<file path="config.mk">
export PLATFORM = sky130hd
export DESIGN_NAME = mshr_file
export DESIGN_NICKNAME = d
export VERILOG_FILES = /design/src/hw/dcache_pkg.sv /design/src/hw/mshr_file.sv
export VERILOG_INCLUDE_DIRS = /design/src /design/src/hw
export SDC_FILE = /design/constraint.sdc
export NUM_CORES = 1
export LEC_CHECK = 0
export ABC_AREA = 1
export BUFFER_PORTS_ARGS = -buffer_cell sky130_fd_sc_hd__buf_2
export CORE_MARGIN = 2
export CORE_UTILIZATION = 53
export DETAILED_ROUTE_END_ITERATION = 8
export GPL_ROUTABILITY_DRIVEN = 0
export PLACE_DENSITY = 0.81
export SETUP_SLACK_MARGIN = 0.15
export SYNTH_ARGS = -nofsm -noshare
export SYNTH_HDL_FRONTEND = slang
export SYNTH_SLANG_ARGS = --single-unit
</file>
<file path="constraint.sdc">
create_clock -name clk -period 9.8 [get_ports clk]
set_input_delay 1.47 -clock clk [delete_from_list [all_inputs] [get_ports clk]]
set_output_delay 1.47 -clock clk [all_outputs]
set_load 0.01 [all_outputs]
</file>
<file path="src/hw/dcache_settings.svh">
`ifndef DCACHE_SETTINGS_SVH
`define DCACHE_SETTINGS_SVH

// Data and address width
`define DCACHE_XLEN 32

// One word per line, direct mapped
`define DCACHE_LINES 64

// Outstanding misses
`define DCACHE_MSHRS 4

`define DCACHE_ID_W 4

`endif
</file>
<file path="src/hw/dcache_pkg.sv">
`include "dcache_settings.svh"

package dcache_pkg;

    typedef logic [`DCACHE_XLEN-1:0] word_t;
    typedef logic [`DCACHE_XLEN-1:0] addr_t;

    // Index sits just above the byte offset
    typedef logic [$clog2(`DCACHE_LINES)-1:0] index_t;
    typedef logic [`DCACHE_XLEN-$clog2(`DCACHE_LINES)-3:0] tag_t;

    typedef logic [`DCACHE_ID_W-1:0] req_id_t;

    typedef enum logic [1:0] {
        SIZE_BYTE = 2'd0,
        SIZE_HALF = 2'd1,
        SIZE_WORD = 2'd2
    } mem_size_e;

    // One outstanding miss, oldest first in the MSHR file
    typedef struct packed {
        logic      valid;
        logic      is_store;
        mem_size_e size;
        addr_t     addr;
        word_t     wdata;   // Store data merged at fill time
        req_id_t   id;
    } mshr_entry_t;

endpackage

</file>
<file path="src/hw/mshr_file.sv">
`timescale 1ns/1ps
`include "dcache_settings.svh"

module mshr_file (
    input  logic                    clk,
    input  logic                    rst,
    input  logic                    alloc,
    input  dcache_pkg::mshr_entry_t alloc_entry,
    input  dcache_pkg::index_t      lookup_index,
    input  logic                    retire,
    output logic                    full,
    output logic                    conflict,
    output logic                    empty,
    output dcache_pkg::mshr_entry_t oldest,
    output logic                    fill_pending,
    input  logic                    fill_issued
);

    import dcache_pkg::*;

    localparam int DEPTH = `DCACHE_MSHRS;
    localparam int PTR_W = (DEPTH > 1) ? $clog2(DEPTH) : 1;
    localparam int CNT_W = $clog2(DEPTH + 1);
    localparam logic [CNT_W-1:0] FULL_COUNT = CNT_W'(DEPTH);

    mshr_entry_t      entries [DEPTH];
    logic [PTR_W-1:0] head;     // Oldest entry, next to retire
    logic [PTR_W-1:0] tail;     // Next free slot
    logic [PTR_W-1:0] fill_ptr; // Next entry whose read is unsent
    logic [CNT_W-1:0] count;

    function automatic logic [PTR_W-1:0] next_ptr(input logic [PTR_W-1:0] ptr);
        if (ptr == PTR_W'(DEPTH - 1)) begin
            return '0;
        end
        return ptr + 1'b1;
    endfunction

    always_ff @(posedge clk or posedge rst) begin
        if (rst) begin
            for (int i = 0; i < DEPTH; i++) begin
                entries[i] <= '0;
            end
            head <= '0;
            tail <= '0;
            fill_ptr <= '0;
            count <= '0;
        end else begin
            // Memory answers in order, so the head is always the one filled
            if (retire) begin
                entries[head].valid <= 1'b0;
                head <= next_ptr(head);
            end
            if (alloc) begin
                entries[tail] <= alloc_entry;
                tail <= next_ptr(tail);
            end
            if (fill_issued) begin
                fill_ptr <= next_ptr(fill_ptr);
            end
            case ({alloc, retire})
                2'b10: count <= count + 1'b1;
                2'b01: count <= count - 1'b1;
                default: count <= count;
            endcase
        end
    end

    always_comb begin
        conflict = 1'b0;
        for (int i = 0; i < DEPTH; i++) begin
            if (entries[i].valid && entries[i].addr[2 +: $bits(index_t)] == lookup_index) begin
                conflict = 1'b1;
            end
        end
    end

    assign full = (count == FULL_COUNT);
    assign empty = (count == '0);
    assign oldest = entries[head];

    // Reads go out one at a time, for the oldest entry only
    assign fill_pending = !empty && (fill_ptr == head);

endmodule

</file>
Yosys cells after proc, flatten, opt, wreduce, memory -nomap -nowiden
Cells that the tools add are included.
{"block": "word_totals", "reg_bits": 297, "latch_bits": 0, "mem_bits_rw": 0, "romBits": 0, "inputBits": 83, "out_inout_bits": 76, "elab_cells": 88, "mem_count": 0}
{"block": "op_classes", "addsub": 5, "multipliers": 0, "div_mod_pow": 0, "magnitude_cmp": 4, "n_eq_ne": 11, "shifts": 0, "n_mux": 28, "bitwise": 2, "n_reduce_logical": 10}
{"cell": "$bwmux 288", "count": 2}
{"cell": "$mux 288", "count": 2}
{"cell": "$demux 72 s2", "count": 2}
{"cell": "$mux 72", "count": 4}
{"cell": "$bmux 72 s2", "count": 1}
{"cell": "$eq 6x6->1", "count": 4}
{"cell": "$mux 2", "count": 6}
{"cell": "$mux 1", "count": 10}
{"cell": "$eq 2x2->1 const B", "count": 4}
{"cell": "$logic_and 1x1->1", "count": 7}
{"cell": "$add 2x1->2 const B", "count": 3}
{"cell": "$ge 3x3->1 const B", "count": 2}
{"cell": "$lt 3x1->1 const B", "count": 2}
{"cell": "$not 2->3", "count": 2}
{"cell": "$pmux 3 s2", "count": 1}
{"cell": "$add 3x1->3 const B", "count": 1}
{"cell": "$eq 3x3->1 const B", "count": 1}
{"cell": "$logic_not 3->1", "count": 1}
{"cell": "$sub 3x1->3 const B", "count": 1}
{"cell": "$eq 2x1->1 const B", "count": 1}
{"cell": "$eq 2x2->1", "count": 1}
{"cell": "$reduce_bool 2->1", "count": 1}
{"cell": "$logic_not 1->1", "count": 1}

Depth between registers and ports, before layout
{"block": "logic_depth", "ltp_word": 9, "ltp_mapped": 8, "depth_no_buf": 8}

Worst setup path before layout
OpenSTA, ideal clock, no wires.
{"block": "synth_timing", "path_type": "input to output", "startpoint": "input lookup_index[4]", "endpoint": "output conflict", "arrival_ns": 1.993, "required_time_ns": 8.330, "setup_slack_ns": 6.337, "stages": 7, "path_buffers": 0, "path_cell_list": "inv_1 nor2_1 nor2_1 nand3_1 nor2_1 nor2_1 nand2_1"}
{"block": "synth_via", "elab_chain_cells": 6, "word_cells_on_any_way": 12, "classes_between": "4 x eq/ne; 4 x mux; 4 x reduce/logical"}
{"element": "from (decl)", "line": "mshr_file.sv:9", "rtl": "input dcache_pkg::index_t lookup_index,"}
{"element": "$eq 6x6->1", "line": "mshr_file.sv:72", "rtl": "if (entries[i].valid && entries[i].addr[2 +: $bits(index_t)] == lookup_index) begin"}
{"element": "$logic_and 1x1->1", "line": "mshr_file.sv:72"}
{"element": "$mux 1 (3 in a row)", "line": "mshr_file.sv:72"}
{"element": "$mux 1 (*)", "line": "mshr_file.sv:72"}
{"element": "to (decl)", "line": "mshr_file.sv:12", "rtl": "output logic conflict,"}
Mark *: on every way between the ends. The rest lies on a longest branch, timed or not.

==> flow_summary.toml <==
[status]
status = "finished, final reports clean"

[place]
hpwl_um = 18500
place_ws_ns = 5.48
io_buffers = 158

[timing]
rsz0062_at_grt = "false"
worst_slew_pin_slew_ns = 1.09
post-route-period-util_pct = 50.4
drv_slew = 0
setup_ws_ns = 4.87
max_slew_margin_pct = 27.4
clock-skew-final_ns = 0.00757
timing.fmax_mhz = 203
finalCriticalPeriod_ns = 4.93
setup_tns_ns = 0
hold_viol_final = 0
setup_viol_count_final = 0

[synth]
synth.distinct_cells = 24
syn_nets = 1674
syn_area_per_cell_um2 = 8.49
synth_warnings = 0
synth_cells = 1580
mappedNetlistArea_um2 = 13400
seq_area_frac_synth_pct = 55.4
synth_seq_cells = 297

[cts]
path_clk_slew_ns = 0.06
tritoncts = "yes"
cts_resized = 0
cts_sinks = 297
cts_root_buffer = "clkbuf_16"
htreeDepth = 1
worstSkewPairLatency_ns = 0.54
hold_buffers = 0
cts_buffers = 31
postCtsSetupBuffers = 0
clk_path_buf_depth = 3

[floorplanning]
core_area_um2 = 25000
num_rows = 58
dieHeight_um = 163
die_area_um2 = 26600
io_pins = 159
die_w_um = 163
start_util_pct = 53.6

[min_path]
hold_class = "register to register"
worstHoldStart = "entries[129]"

[layout]
fillers = 2156
layout-drive-gt1-share_pct = 13.2
nets = 1768
area_growth_pct = 12.3
most-common-layout-cells = "387 x o21ai_0, 354 x nand2_1, 295 x dfrtp_1"
antenna_cells = 0
final_common_cell = "o21ai_0"

[pwr]
vdd_drop_max_uv = 233
p_clk_share_pct = 20.7
p_per_area_nw_per_um2 = 359
netSwitchingPower_uw = 2180
p_leak_uw = 0.00746
intPower_uw = 3240
p_seq_share_pct = 40.1
p_sw_share_pct = 40.2
combPwrFrac_pct = 39.1

[worst_setup_path]
cp_slowest_cell = "buf_4"
setup.worst_path.end_class = "output pin"
cpPeakStageDelay_ns = 0.90
cp_max_fo = 102
rr_startpoint = "head[0]"
crit_path_start = "head[0]"
crit_chain = "inv_4 > buf_4 > o21ai_0 > o22ai_1 > buf_2"
worst_ep_arrival_time_ns = 3.46
cp.required_ns = 8.33
criticalPathCategory = "register to output pin"
cp-start-kind = "register"

[drt]
avgViaCountPerCell = 5.55
vias = 11232
drtPass1Iterations = 5
drc = 0
wl_per_cell_um = 15.9
wirelength_um = 32200
drt.antenna.violating_nets = 0
first_iter_violations = 1308

[job]
cap_violations = 0

[global_routing]
grt_max_degree = 176
antenna_found_initial = 0
first_global_vias = 10668
track_usage_pct = 24.4
grt_pass1_wl_um = 53000
grt_overflow = 0
-- registers in the layout (all words and copies together) (netlist names) --
name,cells
entries,288
fill_ptr,2
count,3
head,2
tail,2
-- layer usage --
metal	part of all wire (%)	vias up	GRT usage, %
met2	47	402	40.7
met1	45	5370	33.9
met5	0	-	0
li1	-	5388	-
met3	5.9	72	2.77
met4	3.0	0	7.52
-- area by class of cell --
cell class | instances | area (um2) | share of cell area [%]
Sequential cell | 297 | 7440 | 49.4
Multi-Input combinational cell | 1065 | 4930 | 32.7
Clock buffer | 52 | 975 | 6.47
Timing Repair Buffer | 168 | 878 | 5.83
Inverter | 111 | 423 | 2.81
Tap cell | 330 | 413 | 2.74
Clock inverter | 2 | 10.0 | 0.0664
-- power by group through the flow --
stage / combinational (uW) / sequential (uW) / clock (uW)
2_1_floorplan: 1590 / 2040 / 0
3_3_place_gp: 2050 / 2150 / 0
3_5_place_dp: 2100 / 2170 / 0
4_1_cts: 2120 / 2170 / 1140
5_1_grt: 2400 / 2240 / 1200
6_report: 2120 / 2170 / 1120
-- cell usage after synthesis --
cell type | number | share of area, %
a21boi_0 | 2 | 0.11
a21oi_1 | 23 | 0.86
buf_2 | 22 | 0.82
buf_4 | 22 | 1.2
buf_6 | 8 | 0.67
clkbuf_1 | 48 | 1.3
clkbuf_8 | 7 | 0.72
dfrtp_1 | 297 | 55
fa_1 | 1 | 0.15
ha_1 | 10 | 0.93
inv_1 | 109 | 3.0
inv_2 | 2 | 0.056
mux2_2 | 1 | 0.084
nand2_1 | 354 | 9.9
nand2_4 | 4 | 0.34
nand3_1 | 8 | 0.30
nor2_1 | 154 | 4.3
nor3_1 | 3 | 0.11
o21ai_0 | 387 | 14
o21ai_1 | 45 | 1.7
o21ai_2 | 1 | 0.065
o22ai_1 | 66 | 3.1
xnor2_1 | 3 | 0.20
xor2_1 | 3 | 0.20
-- logic make-up (layout without fill, tap and decap cells) --
logic type,Yosys count,count (layout),share of synthesized area (%)
muxes,1,1,0.0839
AOI/OAI and AO/OA,524,524,20.2
adders and majority gates,11,11,1.08
buffers and inverters,218,333,7.89
DFF,297,297,55.4
xor gates and xnor gates,6,6,0.392
and+or+nand+nor,523,523,15.0
-- path summary, 6_finish.rpt --
path / to / slack, ns / cells after the start
worst max register to register: entries[143] / 6.81 / 6
worst min register to register: entries[129] / 0.48 / 2
min in group asynchronous: fill_ptr[0] / 1.09 / 2
worst min-delay path: entries[129] / 0.48 / 2
max in group asynchronous: entries[273] / 7.16 / 3
worst max-delay path: oldest[36] / 4.87 / 5
-- critical path: cells and delay by family, from the launching register on --
kind                   cells  cell delay [ns]
DFF                        1             0.79
AOI/OAI and AO/OA          2             0.44
buffers and inverters      3             1.61
-- through the flow --
stage          instance area [um2]  hold slack [ns]  cells  total power, uW  utilization (%)
3_3_place_gp                 14100            0.460   1971             4200             56.2
2_1_floorplan                13400            0.448   1580             3630                -
3_5_place_dp                 14100            0.468   1971             4280             56.2
6_report                     15100            0.479   2025             5420             60.2
5_1_grt                      15100            0.495   2025             5840             60.2
4_1_cts                      15100            0.482   2025             5430             60.2
(Power assumes the default switching activity.)
