## src/hw/dcache_settings.svh

```systemverilog
`ifndef DCACHE_SETTINGS_SVH
`define DCACHE_SETTINGS_SVH

// Data and address width
`define DCACHE_XLEN 32

// One word per line, direct mapped
`define DCACHE_LINES 64

// Outstanding misses
`define DCACHE_MSHRS 4

`define DCACHE_ID_W 4

`endif
```

## src/hw/dcache_pkg.sv

```systemverilog
`include "dcache_settings.svh"

package dcache_pkg;

    typedef logic [`DCACHE_XLEN-1:0] word_t;
    typedef logic [`DCACHE_XLEN-1:0] addr_t;

    // Index sits just above the byte offset
    typedef logic [$clog2(`DCACHE_LINES)-1:0] index_t;
    typedef logic [`DCACHE_XLEN-$clog2(`DCACHE_LINES)-3:0] tag_t;

    typedef logic [`DCACHE_ID_W-1:0] req_id_t;

    typedef enum logic [1:0] {
        SIZE_BYTE = 2'd0,
        SIZE_HALF = 2'd1,
        SIZE_WORD = 2'd2
    } mem_size_e;

    // One outstanding miss, oldest first in the MSHR file
    typedef struct packed {
        logic      valid;
        logic      is_store;
        mem_size_e size;
        addr_t     addr;
        word_t     wdata;   // Store data merged at fill time
        req_id_t   id;
    } mshr_entry_t;

endpackage

```

## src/hw/tag_data_array.sv

```systemverilog
`timescale 1ns/1ps
`include "dcache_settings.svh"

module tag_data_array (
    input  logic               clk,
    input  logic               rst,
    input  dcache_pkg::index_t rd_index,
    output logic               rd_valid,
    output logic               rd_dirty,
    output dcache_pkg::tag_t   rd_tag,
    output dcache_pkg::word_t  rd_data,
    input  logic               wr_en,
    input  dcache_pkg::index_t wr_index,
    input  dcache_pkg::tag_t   wr_tag,
    input  dcache_pkg::word_t  wr_data,
    input  logic               wr_dirty
);

    import dcache_pkg::*;

    localparam int LINES = `DCACHE_LINES;

    logic [LINES-1:0] valid_q;
    logic [LINES-1:0] dirty_q;
    tag_t             tag_mem  [LINES];
    word_t            data_mem [LINES];

    // State bits cleared on reset
    always_ff @(posedge clk or posedge rst) begin
        if (rst) begin
            valid_q <= '0;
            dirty_q <= '0;
        end else if (wr_en) begin
            valid_q[wr_index] <= 1'b1;
            dirty_q[wr_index] <= wr_dirty;
        end
    end

    always_ff @(posedge clk) begin
        if (wr_en) begin
            tag_mem[wr_index] <= wr_tag;
            data_mem[wr_index] <= wr_data;
        end
    end

    // Combinational lookup
    assign rd_valid = valid_q[rd_index];
    assign rd_dirty = dirty_q[rd_index];
    assign rd_tag = tag_mem[rd_index];
    assign rd_data = data_mem[rd_index];

endmodule

```

## config.mk

```make
export PLATFORM = sky130hd
export DESIGN_NAME = tag_data_array
export DESIGN_NICKNAME = d
export VERILOG_FILES = /design/src/hw/dcache_pkg.sv /design/src/hw/tag_data_array.sv
export VERILOG_INCLUDE_DIRS = /design/src /design/src/hw
export SDC_FILE = /design/constraint.sdc
export NUM_CORES = 2
export LEC_CHECK = 0
export BUFFER_PORTS_ARGS = -buffer_cell sky130_fd_sc_hd__buf_2
export CORE_AREA = 2 2 535 537
export DETAILED_ROUTE_END_ITERATION = 12
export DIE_AREA = 0 0 537 539
export PLACE_DENSITY = 0.75
export RECOVER_POWER = 100
export SYNTH_ARGS = -nofsm -noshare
export SYNTH_HDL_FRONTEND = slang
export SYNTH_SLANG_ARGS = --single-unit
```

## constraint.sdc

```tcl
create_clock -name clk -period 4.3 [get_ports clk]
set_clock_uncertainty 0.1 [all_clocks]
set_input_delay 0.43 -clock clk [delete_from_list [all_inputs] [get_ports clk]]
set_output_delay 0.43 -clock clk [all_outputs]
set_load 0.05 [all_outputs]
```

== Word level (Yosys, flattened, before mapping) ==
Memory sizes are Yosys's and may differ from the RTL's.
Cells that the tools add are included.
Storage, ports and cells
  input port bits: 72
  output and inout port bits: 58
  bits in read-only memories: 0
  word-level logic and storage cells: 18
  register bits: 128
  latch bits: 0
  memories kept: 2
  bits in writable memories: 3584
Memories
  data_mem: words 64, bits a word 32, read ports 1, clocked after Yosys merged registers in 0, write ports 1, line tag_data_array.sv:26  | word_t data_mem [LINES];
  tag_mem: words 64, bits a word 24, read ports 1, clocked after Yosys merged registers in 0, write ports 1, line tag_data_array.sv:25  | tag_t tag_mem [LINES];
Cells by class
  equality and inequality tests: 0
  bitwise operators: 1
  order comparisons: 3
  shift-type cells: 0
  multipliers: 0
  muxes and demuxes: 9
  divide/modulo/power cells: 0
  add/subtract/negate cells: 0
  reductions and logical operators: 1
Operators with widths (count)
  bitwise mux 64 bit: 1
  bitwise OR 64 bit: 1
  < comparator 6 x 7 -> 1 bit, second input constant: 2
  binary-select mux 1 bit (select 6 bit): 2
  demux 1 bit (select 6 bit): 1
  greater-or-equal comparator 6 x 1 -> 1 bit, second input constant: 1
  2-to-1 mux 1 bit: 5
  logical AND 1 bit: 1

== Depth between registers and ports, before layout ==
  depth in word-level cells: 5
  gate-level depth with buffers: 11
  depth with buffers taken out: 5

== Worst setup path before layout ==
Ideal clock, no wire load.
  path kind: input to register
  start: input wr_index[5]
  end: register dirty_q[50]
  stages: 5
  data required time: 4.116 ns
  slack: -1.475 ns
  data arrival time: 5.591 ns
  path buffers: 1
  setup time: 0.084 ns
  path through: clkbuf_1 -> and3b_1 -> nand3_1 -> nor3_1 -> mux2_2
Between the ends
  longest elaborated chain between the ends: 5
  elaborated cells between the ends (all ways): 6
  those cells by class: order compare (2); mux (3); reduce/logical (1)
Ends and longest elaborated chain
  from (decl): line tag_data_array.sv:13  | input dcache_pkg::index_t wr_index,
  < comparator 6 x 7 -> 1 bit (implied by the code) or greater-or-equal comparator 6 x 1 -> 1 bit (tied branches): line tag_data_array.sv:35  | dirty_q[wr_index] <= wr_dirty;
  logical AND 1 bit (implied by the code): line tag_data_array.sv:35
  2-to-1 mux 1 bit (implied by the code): line tag_data_array.sv:35
  demux 1 bit (select 6 bit) *: line tag_data_array.sv:35
  bitwise mux 64 bit *: line tag_data_array.sv:35
  to (signal, indexed assignment): line tag_data_array.sv:35
  to (decl): line tag_data_array.sv:24  | logic [LINES-1:0] dirty_q;
Mark *: on every way between the ends. The rest lies on a longest branch, timed or not.
A chain may end at the register's enable or synchronous reset.

== Final worst setup path ==
  start: input wr_index[0]
  end: memory data_mem[35][22] (netlist bit) (enable)
RTL lines (line)
  to (decl): tag_data_array.sv:26
Straight into the memory's write port.

==> summary.md <==
| Metric | Value |
|---|---|
| Synth unique cells | 47 |
| Synth Area in Compound Gates | 2.899% |
| Post-Synth Adder-Cell Area | 0% |
| Dominant cells by area after synthesis | edfxtp_1, mux4_2, dfrtp_1, mux2i_1, o22ai_1 |
| FFs w/ async S/R, synth | 3.448% |
| RePlAce Congestion | 0.8234 |
| Antenna violations before repair | 33 |
| EDFF count, synth | 3584 |
| Crit path buf inv count | 2 |
| Largest family of logic cells by synthesized area | multiplexers |
| Fin Setup TNS | 0 ns |
| Initial Util | 49.79% |
| Cell accounting for the most synthesized area | edfxtp_1 |
| Post-Layout Cell Count | 10740 |
| Power per cell area | 472.7 nW/µm² |
| Worst Path Required | 4.68 ns |
| CTS sink count | 3712 |
| Layout Utilization | 56.13% |
| Number of synthesized register bits | 3712 |
| CTS H-Tree Depth | 5 |
| Drt pass-1 iters | 8 |
| Fraction of final layout cells with drive strength greater than 1 | 26.92% |
| Critical path arrival | 4.52 ns |
| RSZ-0062 raised after global routing | false |
| Die height | 539 µm |
| HPWL after DPL | 209900 µm |
| Outcome | complete, but fails checks |
| Synth Area in XOR/XNOR | 0% |
| Worst VDD drop | 0.3988 mV |
| Reg2Reg Depth | 1 |
| Port buffer count | 129 |
| Total Power | 75.35 mW |
| Seq/Total Area, Yosys | 78.39% |
| First-pass GRT wire length | 545900 µm |
| Routed length per placed instance | 36.23 µm |
| CTS root buf | clkbuf_16 |
| Worst hold start | wr_index[2] |
| # Max-Cap Violations | 161 |
| Crit Path Class | input port to flip-flop |
| Worst R2R Setup Slack | 3.36 ns |
| Total number of vias | 72610 |
| Critical path's top delay family | simple AND/OR/NAND/NOR gates |
| Critical path cell sequence | clkbuf_1 -> nor2b_1 -> nand3_1 -> nor2_1 -> clkbuf_2 |
| CTS Buf Count | 352 |
| Vias in the first global route | 72730 |
| Static leakage | 50.48 nW |
| Post-synth top cells | edfxtp_1, mux4_2, mux2i_1, o22ai_1, clkbuf_1 |
| Hold Crit Class | input port to flip-flop |
| Syn Area/Cell | 22.67 µm² |
| Top Ports | 130 |
| ANT nets after route | 0 |
| Grt ovf | 0 |
| DRC Markers | 0 |
| Mux share of post-synthesis cell area | 15.69% |
| Worst hold endpoint | valid_q[48]$_DFFE_PP0P_ |
| Setup Viol. Count Final | 0 |
| Max-slew violations | 6854 |
| Synth Area in Simple Gates | 1.516% |
| Worst r2r src | valid_q[7]$_DFFE_PP0P_ |
| Post-CTS sizing | 0 |
| Width of the die | 537 µm |
| Worst setup SP type | input port |
| Total wire length | 388900 µm |
| Synthesized Nets | 6308 |
| Final hold vios | 0 |
| Mapped Area | 141400 µm² |
| Core area | 284000 µm² |
| Count leader, synth | edfxtp_1 |
| CTS tree | done |
| Synthesis-to-finish area growth | 12.74% |
| Mapped Cells | 6236 |
| Yosys top cell area share | 76.12% |
| Minimum clock period | 4.139 ns |
| Clk slew on worst S/H paths | 0.06 ns |
| Violated checks | capacitance limit, slew limit |
| Post-Place Cells | 10080 |
| Clk_lat worst skew | 0.90 ns |
| CTS max path bufs | 4 |
| Routed vias/inst | 6.764 |
| Row count | 196 |
| # fillers | 19880 |
| DRT iter0 DRCs | 11860 |
| Worst-Margin Slew | 3.459 ns |
| Worst Setup End Kind | flip-flop |
| FMAX | 0.2416 GHz |
| CP max FO | 33 |
| Yosys synthesis warning count | 0 |
| Max_slew headroom | -130.6% |
| CP max-delay cell | nor2_1 |
| CP peak stage delay | 1.48 ns |
| Reg2reg end | valid_q[7]$_DFFE_PP0P_ |
| Dominant synthesized flop cell | edfxtp_1 |
| GRT Overall Usage | 26.68% |
| Final nets | 6748 |
| Pin count of the biggest net entering global routing | 101 |
| WHS Path Cells | 4 |
| Die ar. | 289400 µm² |
| Tcrit/Tclk final | 96.26% |
==> power breakdown <==
group / switching [mW] / internal (mW)
registers: 0.162 / 40.2
clock network: 13.3 / 17.3
logic: 2.71 / 1.67
==> routing by layer <==
layer  share of wire [%]  GRT usage [%]  routed length, µm  vias to the layer above
met5               0.084              0                327                        -
met4                 5.1          11.90              19880                       18
met3                  14          7.269              52600                     1036
met2                  47          40.68             180900                     5779
met1                  35          36.23             135200                    38260
li1                    -              -                  -                    27520
==> area by class of cell <==
class	instances	area, µm²	share of cell area (%)
Timing Repair Buffer	450	3844	2.411
Antenna cell	22	55.05	0.03454
Inverter	12	61.31	0.03846
Tap cell	3762	4707	2.953
Multi-Input combinational cell	2148	28670	17.99
Clock buffer	428	9271	5.817
Clock inverter	201	1957	1.228
Sequential cell	3712	110800	69.53
==> placed cells by master (no fill, tap or decap), types with 17 or more instances in the layout <==
cell       netlist  routed
o22ai_1        201     201
bufinv_16        0      32
dfrtp_1        128     128
o21ai_0         48      48
nand2_1         88      83
nand4_1         27      27
mux2i_1        218     218
clkinv_1         0      63
o211a_1         20      20
o221ai_1        90      90
or2_2           60      59
edfxtp_1      3584    3584
nand3_1         46      45
nor4_1          32      32
diode_2          0      22
nor2_1          89      63
buf_12           0      89
buf_2           76      19
nor2b_1         24      18
clkbuf_2         0      63
nand2b_1        23      19
a22oi_1         67      67
clkinv_2         0      76
clkbuf_16        0     358
mux4_2         842     842
nor2_4           0      25
mux2_2          92      92
buf_4           62     142
clkbuf_1       152     191
o22a_1          17      17
a21oi_1         35      35
a211oi_1        23      23
==> repair_timing <==
| item | CTS | global route |
|---|---|---|
| hold endpoints to repair | 85 | 0 |
| hold buffers | 1 | 0 |
| setup buffers | 0 | 0 |
==> cells by family (layout without fill, tap and decap cells) <==
kind of cell	Yosys count	in the layout
buffers and inverters	376	1091
and+or+nand+nor	420	420
muxes	1152	1152
DFF	3712	3712
other	0	22
AOI/OAI and AO/OA	576	576
==> per-stage QoR <==
step / area [µm²] / setup slack, ns / hold WS [ns]
floorplan: 141400 / -0.03943 / 0.3287
global placement: 149500 / 0.4260 / 0.3450
detailed placement: 149500 / 0.4631 / 0.3492
CTS: 160700 / 0.4700 / 0.02756
global route: 159400 / 0.2272 / 0.02754
finish: 159400 / 0.1610 / 0.01387
==> worst min-delay path, stage by stage <==
cell	delay (ns)
buf_2	0.17
nor2_1	0.09
nand3_1	0.18
nand2b_1	0.08
==> worst max path at each step <==
stage / from / end / slack (ns) / depth (start not counted)
2_1_floorplan: wr_index[3] / dirty_q[16]$_DFFE_PP0P_ / -0.04 / 5
3_3_place_gp: rd_index[1] / rd_tag[22] / 0.43 / 9
3_5_place_dp: rd_index[0] / rd_data[2] / 0.46 / 9
4_1_cts: rd_index[0] / rd_data[2] / 0.47 / 9
5_1_grt: rd_index[0] / rd_tag[23] / 0.23 / 9
6_report: wr_index[0] / data_mem[35][22]$_DFFE_PP_ / 0.16 / 5
==> registers in the layout (all words and copies together) (netlist names) <==
| register | count |
|---|---|
| data_mem | 2048 |
| dirty_q | 64 |
| valid_q | 64 |
| tag_mem | 1536 |
Power figures use the tool's default switching activity.
