### config.mk
export PLATFORM = sky130hd
export DESIGN_NAME = data_align
export DESIGN_NICKNAME = d
export VERILOG_FILES = /design/src/hw/dcache_pkg.sv /design/src/hw/data_align.sv
export VERILOG_INCLUDE_DIRS = /design/src /design/src/hw
export SDC_FILE = /design/constraint.sdc
export NUM_CORES = 1
export LEC_CHECK = 0
export ABC_CLOCK_PERIOD_IN_PS = 4390
export BUFFER_PORTS_ARGS = -buffer_cell sky130_fd_sc_hd__buf_2
export CORE_MARGIN = 4
export CORE_UTILIZATION = 44
export DETAILED_ROUTE_END_ITERATION = 7
export MAX_ROUTING_LAYER = met4
export PLACE_DENSITY = 0.95
export REMOVE_ABC_BUFFERS = 1
export SLEW_MARGIN = 15
export SYNTH_ARGS = -nofsm -noshare
export SYNTH_HDL_FRONTEND = slang
export SYNTH_SLANG_ARGS = --single-unit
### constraint.sdc
create_clock -name vclk -period 4.39
set_input_delay 0.439 -clock vclk [all_inputs]
set_output_delay 0.439 -clock vclk [all_outputs]
set_load 0.02 [all_outputs]
### src/hw/dcache_settings.svh
`ifndef DCACHE_SETTINGS_SVH
`define DCACHE_SETTINGS_SVH

// Data and address width
`define DCACHE_XLEN 32

// One word per line, direct mapped
`define DCACHE_LINES 64

// Outstanding misses
`define DCACHE_MSHRS 4

`define DCACHE_ID_W 4

`endif
### src/hw/dcache_pkg.sv
`include "dcache_settings.svh"

package dcache_pkg;

    typedef logic [`DCACHE_XLEN-1:0] word_t;
    typedef logic [`DCACHE_XLEN-1:0] addr_t;

    // Index sits just above the byte offset
    typedef logic [$clog2(`DCACHE_LINES)-1:0] index_t;
    typedef logic [`DCACHE_XLEN-$clog2(`DCACHE_LINES)-3:0] tag_t;

    typedef logic [`DCACHE_ID_W-1:0] req_id_t;

    typedef enum logic [1:0] {
        SIZE_BYTE = 2'd0,
        SIZE_HALF = 2'd1,
        SIZE_WORD = 2'd2
    } mem_size_e;

    // One outstanding miss, oldest first in the MSHR file
    typedef struct packed {
        logic      valid;
        logic      is_store;
        mem_size_e size;
        addr_t     addr;
        word_t     wdata;   // Store data merged at fill time
        req_id_t   id;
    } mshr_entry_t;

endpackage

### src/hw/data_align.sv
`timescale 1ns/1ps

module data_align (
    input  dcache_pkg::mem_size_e size,
    input  logic [1:0]            offset,
    input  dcache_pkg::word_t     word,
    input  dcache_pkg::word_t     store_data,
    output dcache_pkg::word_t     load_value,
    output dcache_pkg::word_t     merged
);

    import dcache_pkg::*;

    logic [4:0] byte_lsb;
    logic [4:0] half_lsb;

    assign byte_lsb = {offset, 3'b000};
    assign half_lsb = {offset[1], 4'b0000};

    always_comb begin
        load_value = '0;    // Zero extension
        merged = word;
        case (size)
            SIZE_BYTE: begin
                load_value[7:0] = word[byte_lsb +: 8];
                merged[byte_lsb +: 8] = store_data[7:0];
            end
            SIZE_HALF: begin
                load_value[15:0] = word[half_lsb +: 16];
                merged[half_lsb +: 16] = store_data[15:0];
            end
            default: begin
                load_value = word;
                merged = store_data;
            end
        endcase
    end

endmodule

# Word level (Yosys, flattened, before mapping)
# Cells that the tools add are included.
[totals] ff_bits=0 out_inout_bits=64
[op_classes] n_addsub=2 eq_ne=1 n_shift=6 n_mux=6 reduce_logical=2
[ops] op="bitwise mux 32 bit" count=2
[ops] op="one-hot mux 32 bit (2 select lines)" count=1
[ops] op="one-hot mux 8 bit (2 select lines)" count=2
[ops] op="variable shift 16 x 7 -> 32 bit, first input constant" count=1
[ops] op="variable shift 8 x 7 -> 32 bit, first input constant" count=1
[ops] op="variable part select 16 x 7 -> 32 bit" count=1
[ops] op="variable part select 32 x 6 -> 16 bit" count=1
[ops] op="variable part select 32 x 6 -> 8 bit" count=1
[ops] op="variable part select 8 x 7 -> 32 bit" count=1
[ops] op="2-to-1 mux 16 bit" count=1
[ops] op="negation 5 -> 7 bit" count=2
[ops] op="equality test 2 x 1 -> 1 bit, second input constant" count=1
[ops] op="zero test 2 bit" count=1
[ops] op="OR reduction 2 bit" count=1

# Longest topological paths before layout
# Gate-level depths: netlist (run 1).
[depth] ltp_word=4 mapped_depth=7

# Least setup slack after synthesis (run 1)
# Ideal clock, no wire load.
[synth_path] path_type="input -> output" startpoint="input offset[1]" endpoint="output merged[16]" arrival_ns=2.114 slack_ns=1.837 cell_stages=7 path_buffers=2 path_cell_list="buf_6 > inv_1 > ha_1 > nor3b_4 > buf_2 > nand3_1 > a222oi_1"
[synth_between] elab_chain_cells=4 word_cells_on_any_way=9 classes_between="add/sub: 2; shift: 4; mux: 3"
[synth_lines] item="start, declared" line_no="data_align.sv:5" source="input logic [1:0] offset,"
[synth_lines] item="negation 5 -> 7 bit, on equally long branches" line_no="data_align.sv:30, data_align.sv:26"
[synth_lines] item="variable part select 16 x 7 -> 32 bit (tied with other cells)" line_no="data_align.sv:30" source="merged[half_lsb +: 16] = store_data[15:0];"
[synth_lines] item="bitwise mux 32 bit, on equally long branches" line_no="data_align.sv:30, data_align.sv:26"
[synth_lines] item="one-hot mux 32 bit (2 select lines) (*)" line_no="data_align.sv:23" source="case (size)"
[synth_lines] item="end, declared" line_no="data_align.sv:9" source="output dcache_pkg::word_t merged"
# Every way passes the cells marked *; elsewhere a longest branch is shown, timed or not.

# Worst setup path in the final report (run 1)
[layout_path] startpoint="input offset[1]" endpoint="output merged[27]"
# Same word-level chain as after synthesis.

==> results by group, run 1 <==
Power
  – Gate power share: 100.0%
  – Seq pwr share: 0%
  – Cell internal pwr: 116 uW
  – Switching Power: ~180 uW
  – Lkg Pwr: between 0.001 and 0.0015 uW
  – Clock network fraction of total power: 0%
  – Worst vdd ir: 46.3 uV
  – Switching share of power: 61.2%
  – PD cells: approximately 140 nW/um2

Route
  – Residual DRC: 0
  – Routed len/inst: 17.7 um
  – Pre-Repair DR Iteration Count: 8
  – WL final: between 6000 and 7000 um
  – Routed Antenna Nets: 0
  – Via count: approximately 2.4k
  – Vias per inst: approximately 6.4
  – DRT iter0 DRCs: ~260

Synth
  – Post-Synth Adder-Cell Area: ~4.0%
  – Main combinational cell family by area after synthesis: compound AO/OA/AOI/OAI gates
  – Leading area contributor after synthesis: mux2i_1
  – Top cell type's share of synthesized area: between 10% and 20%
  – Synth area leaders: mux2i_1 (15%), a22o_1 (7.3%), and2_1 (6.4%), a221o_1 (5.8%), a222oi_1 (5.8%)
  – Simple-gate share of the synthesized area: between 30% and 40%
  – Synth Area in Compound Gates: about 37%
  – Mux contribution to synthesized area: approximately 15%
  – Register area share after synthesis: 0%
  – Avg Synthesized Cell Area: about 7.4 um2
  – XOR/XNOR Fraction of Synth Area: 0%
  – Post-Synthesis Cells: 209
  – Mapped Area: around 1600 um2
  – YS warnings: 0
  – Count of cell types in the netlist: 37

Job
  – MaxCap Viol Count: 0

Place
  – Global placement routability congestion: 0.911
  – Post-DP Area: approximately 2200 um2
  – IO buf count: 132
  – Dpl hpwl: around 5100 um
  – Place WS: 1.58 ns

STA
  – Final setup vio count: 0
  – Worst Setup Slack, final: 1.52 ns
  – Relative slew slack: between 40 and 50%
  – Final hold violations: 0
  – Slew @ Worst Pin: between 0.8 and 0.9 ns
  – Setup TNS: 0 ns
  – Fin crit share: 65.4%
  – Min Tclk post-route: 2.87 ns
  – RSZ-0062 raised after global routing: false
  – Final Max Tran Viols: 0
  – Max Fclk: 348 MHz

Final layout
  – Sequential cell area: 0 um2
  – Total Nets Final: between 300 and 400
  – Antenna Cells: 0
  – Seq_cells: 0
  – Clk_buf instances: 0
  – Layout cell share with drive strength beyond 1: between 40% and 50%
  – Final Instance Area: between 2000 and 2500 um2
  – Area grow syn2layout: 39.5%

Global route
  – Vias in the first global route: roughly 2.0k
  – Antenna violations before repair: 0
  – Largest net degree at the start of global routing: 54
  – Tot GR Track Use: a little over a quarter
  – First-pass GRT wire length: 9720 um
  – GRT overflow: 0

Min path
  – Hold path startpoint: store_data[29]
  – Min-Delay Path Class: primary input to output pin

CTS
  – Postcts setup bufs: 0
  – Cts repair resizes: 0
  – Hold buffer count at CTS: 0

Floorplan
  – DIE AREA: 4550 um2
  – Starting Density: between 40% and 50%
  – Die width: 67.5 um
  – CORE AREA: ~3400 um2
  – I/O Pins: 132
  – Row count: 21
  – Die H: 67.5 um

Setup path
  – Critical path data arrival time: roughly 2.4 ns
  – Setup CP Type: primary input to output pin
  – CP startpoint: offset[1]
  – CP required: slightly below 4 ns
  – CP Max Fanout: 7
  – CP Launch Type: primary input
  – CP Capture Type: output pin

Run status
  – Status: finished clean
==> stage by stage <==
step	hold slack, ns	std cells	total power, uW	utilization (%)
global route	1.24	370	318	64.5
CTS	1.21	370	295	64.5
finish	1.21	370	298	64.5
global placement	1.22	370	288	64.5
floorplan	1.04	191	169	-
detailed placement	1.21	370	294	64.5
==> per-layer routing <==
layer / wire [um] / vias up / GRT usage, %
met3: 659 / 47 / 2.33
met2: 3160 / 185 / 48.5
met4: 338 / 0 / 10.4
met5: 0 / - / -
li1: - / 1061 / -
met1: 2410 / 1061 / 32.0
==> final cells by class <==
cell class                 count  area (um2)
inverter                      14        52.6
fill                         308        1190
timing repair buffer         133         668
multi-input combinational    177        1390
tap                           46        57.6
==> layout by cell type (no fill, tap or decap), drive strengths merged, types with 2 or more instances in the layout <==
| cell | instances |
|---|---|
| or2 | 2 |
| buf | 133 |
| nor2 | 8 |
| nor2b | 12 |
| o21ai | 5 |
| nor3b | 2 |
| o221ai | 7 |
| a222oi | 9 |
| and4 | 8 |
| nand2 | 12 |
| inv | 14 |
| nor3 | 3 |
| nor4bb | 2 |
| nand3 | 8 |
| a221o | 15 |
| ha | 5 |
| a31oi | 7 |
| a22o | 13 |
| and2b | 3 |
| a21oi | 8 |
| mux2i | 24 |
| and2 | 16 |
==> worst max-delay path, cell delays in order <==
cell,delay (ns)
buf_2,0.10
inv_1,0.21
ha_1,0.34
nor4b_2,0.72
a31oi_1,0.18
o221ai_1,0.22
buf_2,0.22
==> cells by family (layout without fill, tap and decap cells) <==
kind of cell / Yosys count / count (layout)
adder cells (fa/ha/maj): 5 / 5
buffers and inverters: 32 / 147
AND/OR/NAND/NOR: 79 / 79
AO/OA/AOI/OAI: 69 / 69
multiplexers: 24 / 24
==> final timing paths <==
| path | slack [ns] | end | cells past startpoint |
|---|---|---|---|
| worst max-delay path | 1.52 | merged[27] | 7 |
| worst min-delay path | 1.21 | merged[29] | 4 |
==> synth_stat cells, types with 2 or more instances <==
cell type  number
a21oi_1         8
a221o_1         9
a221o_2         6
a222oi_1        9
a22o_1         13
a31oi_1         7
and2_1         16
and2b_1         3
and4_1          2
and4_2          6
buf_2           5
buf_4           2
buf_6           4
clkbuf_1        7
ha_1            5
inv_1          14
mux2i_1        24
nand2_1        12
nand3_1         8
nor2_1          8
nor2b_1        11
nor3_2          3
nor4bb_1        2
o21ai_0         5
o221ai_1        7
or2_2           2
==> power by group through the flow <==
stage          clock network, uW  registers (uW)  logic (uW)
6_report                       0               0         298
5_1_grt                        0               0         318
4_1_cts                        0               0         295
3_5_place_dp                   0               0         294
3_3_place_gp                   0               0         288
2_1_floorplan                  0               0         169
No activity file was read; power rests on OpenSTA's default activity.
==> inputs of run 2 (changes only) <==
--- a/config.mk
+++ b/config.mk
@@ -6,10 +6,11 @@
 export SDC_FILE = /design/constraint.sdc
 export NUM_CORES = 1
 export LEC_CHECK = 0
-export ABC_CLOCK_PERIOD_IN_PS = 4390
+export ABC_AREA = 1
+export ABC_CLOCK_PERIOD_IN_PS = 2700
 export BUFFER_PORTS_ARGS = -buffer_cell sky130_fd_sc_hd__buf_2
 export CORE_MARGIN = 4
-export CORE_UTILIZATION = 44
+export CORE_UTILIZATION = 45
 export DETAILED_ROUTE_END_ITERATION = 7
 export MAX_ROUTING_LAYER = met4
 export PLACE_DENSITY = 0.95
==> constraint.sdc (replaced) <==
create_clock -name vclk -period 2.7
set_input_delay 0.27 -clock vclk [all_inputs]
set_output_delay 0.27 -clock vclk [all_outputs]
set_load 0.02 [all_outputs]
==> run 2 against run 1 <==
Total power up 78%. Final cell count up 72%. Core utilization down 0.19 points. Die area up 20%. Setup slack worse by 1.3 ns. Synthesized cell count up 120%. Critical path depth up 3. Clock-buffer cell count unchanged. Design area up 21%. Non-clock buffer count up 5. Critical endpoint is now merged[17].
==> results by group, run 2 <==
Floorplan
  – Starting Density: around 48%
  – Row count: 23
  – I/O Pins: 132
  – CORE AREA: about 4100 um2
  – Die width: roughly 74 um
  – Die H: between 70 and 80 um
  – DIE AREA: ~5400 um2

CTS
  – Cts repair resizes: 0
  – Hold buffer count at CTS: 0
  – Postcts setup bufs: 0

Route
  – Routed len/inst: around 12 um
  – Pre-Repair DR Iteration Count: 5
  – Via count: about 3.1k
  – Vias per inst: ~4.9
  – DRT iter0 DRCs: between 200 and 300
  – Residual DRC: 0
  – Routed Antenna Nets: 0
  – WL final: between 7000 and 8000 um

Final layout
  – Layout Cells excl Fill: 636
  – Antenna Cells: 0
  – Most common cell after layout, fill and taps aside: nand2_1
  – Seq_cells: 0
  – Area grow syn2layout: 34.9%
  – Total Nets Final: ~660
  – Layout cell share with drive strength beyond 1: approximately a quarter
  – Most frequent cells in the layout: nand2_1 (268), buf_2 (132), inv_1 (57), nor2_1 (52), nand3_1 (33)
  – Clk_buf instances: 0
  – Sequential cell area: 0 um2

Power
  – Lkg Pwr: approximately 0.0019 uW
  – PD cells: 202 nW/um2
  – Worst vdd ir: roughly 100 uV

Setup path
  – CP startpoint: offset[0]
  – CP Launch Type: primary input
  – CP Capture Type: output pin
  – CP required: between 2 and 2.5 ns
  – Critical path data arrival time: between 2 and 2.5 ns
  – Setup CP Type: primary input to output pin
  – CP Max Fanout: 13

STA
  – Fin crit share: about nine tenths
  – Min Tclk post-route: ~2.5 ns
  – Slew @ Worst Pin: roughly 0.53 ns
  – Final setup vio count: 0
  – Final hold violations: 0
  – Worst Setup Slack, final: between 0.2 and 0.25 ns
  – Setup TNS: 0 ns
  – Final Max Tran Viols: 0
  – Max Fclk: 405 MHz
  – Relative slew slack: between 60 and 70%
  – RSZ-0062 raised after global routing: false

Place
  – Place WS: approximately 0.30 ns
  – Global placement routability congestion: roughly 0.99
  – Placed insts: around 640
  – Dpl hpwl: between 5000 and 6000 um
  – IO buf count: between 100 and 150

Global route
  – Antenna violations before repair: 0
  – Tot GR Track Use: 27.3%
  – First-pass GRT wire length: 12000 um
  – Largest net degree at the start of global routing: 23
  – Vias in the first global route: 2760
  – GRT overflow: 0

Min path
  – Hold path startpoint: word[28]
  – Min-Delay Path Class: primary input to output pin

Synth
  – Count leader, synth: nand2_1
  – YS warnings: 0
  – Mapped Area: 1950 um2
  – Synth area leaders: nand2_1 (52%), inv_1 (11%), nor2_1 (10%), nand3_1 (8.5%), o21ai_0 (3.9%)
  – Top cells by count, synth: nand2_1 (268), inv_1 (57), nor2_1 (52)
  – Count of cell types in the netlist: 22
  – Post-Synthesis Cells: around 460
  – Register area share after synthesis: 0%
  – Avg Synthesized Cell Area: 4.20 um2
  – Leading area contributor after synthesis: nand2_1
  – Top cell type's share of synthesized area: 51.6%

Run status
  – Status: finished clean

Job
  – MaxCap Viol Count: 0
[run 2: changes by cell type after synthesis, moves of 12 or more]
cell | before | now
nand2_1 | 12 | 268
a22o_1 | 13 | 1
inv_1 | 14 | 57
nor2_1 | 8 | 52
mux2i_1 | 24 | 0
nand3_1 | 8 | 33
and2_1 | 16 | 0
[run 2: per-stage QoR]
stage	cell area (um2)	util (%)	hold slack, ns	total power (uW)
after floorplan	1860	-	0.662	313
after global placement	2630	64.4	0.869	518
after detailed placement	2630	64.4	0.876	528
after CTS	2630	64.4	0.875	530
after global routing	2630	64.4	0.906	588
final	2630	64.4	0.876	532
[run 2: logic make-up (layout without fill, tap and decap cells)]
family	count (synthesis)	in the layout	share of synthesized area, %
and+or+nand+nor	362	362	74.8
buffers and inverters	77	199	16.2
adders and majority gates	5	5	3.21
AOI/OAI and AO/OA	20	20	5.78
[run 2: worst max-delay path, cell delays in order]
cell and delay [ns]:
buf_2 0.13, inv_1 0.32, ha_1 0.22, clkinv_1 0.24
nor2_1 0.50, nand3_1 0.17, nand2_1 0.09, nand2_1 0.05
nand2_1 0.05, buf_2 0.15
[run 2: area by class of cell]
| cell class | count | area, um2 |
|---|---|---|
| fill | 414 | 1460 |
| inverter | 61 | 229 |
| multi-input combinational | 387 | 1630 |
| tap | 50 | 62.6 |
| timing repair buffer | 138 | 706 |
[run 2: worst paths after layout]
kind	cells past startpoint	endpoint	slack [ns]
max	10	merged[17]	0.23
min	4	load_value[28]	0.88
[run 2: routing by layer]
metal	global-route usage, %	wire length (um)
met1	33.6	3050
met2	49.1	3700
met3	1.50	590
met4	5.03	73
met5	-	0
[run 2: power by group]
part	total [uW]	switching (uW)	leakage [uW]	internal (uW)
registers	0	0	0	0
logic	532	354	0.00192	178
clock network	0	0	0	0
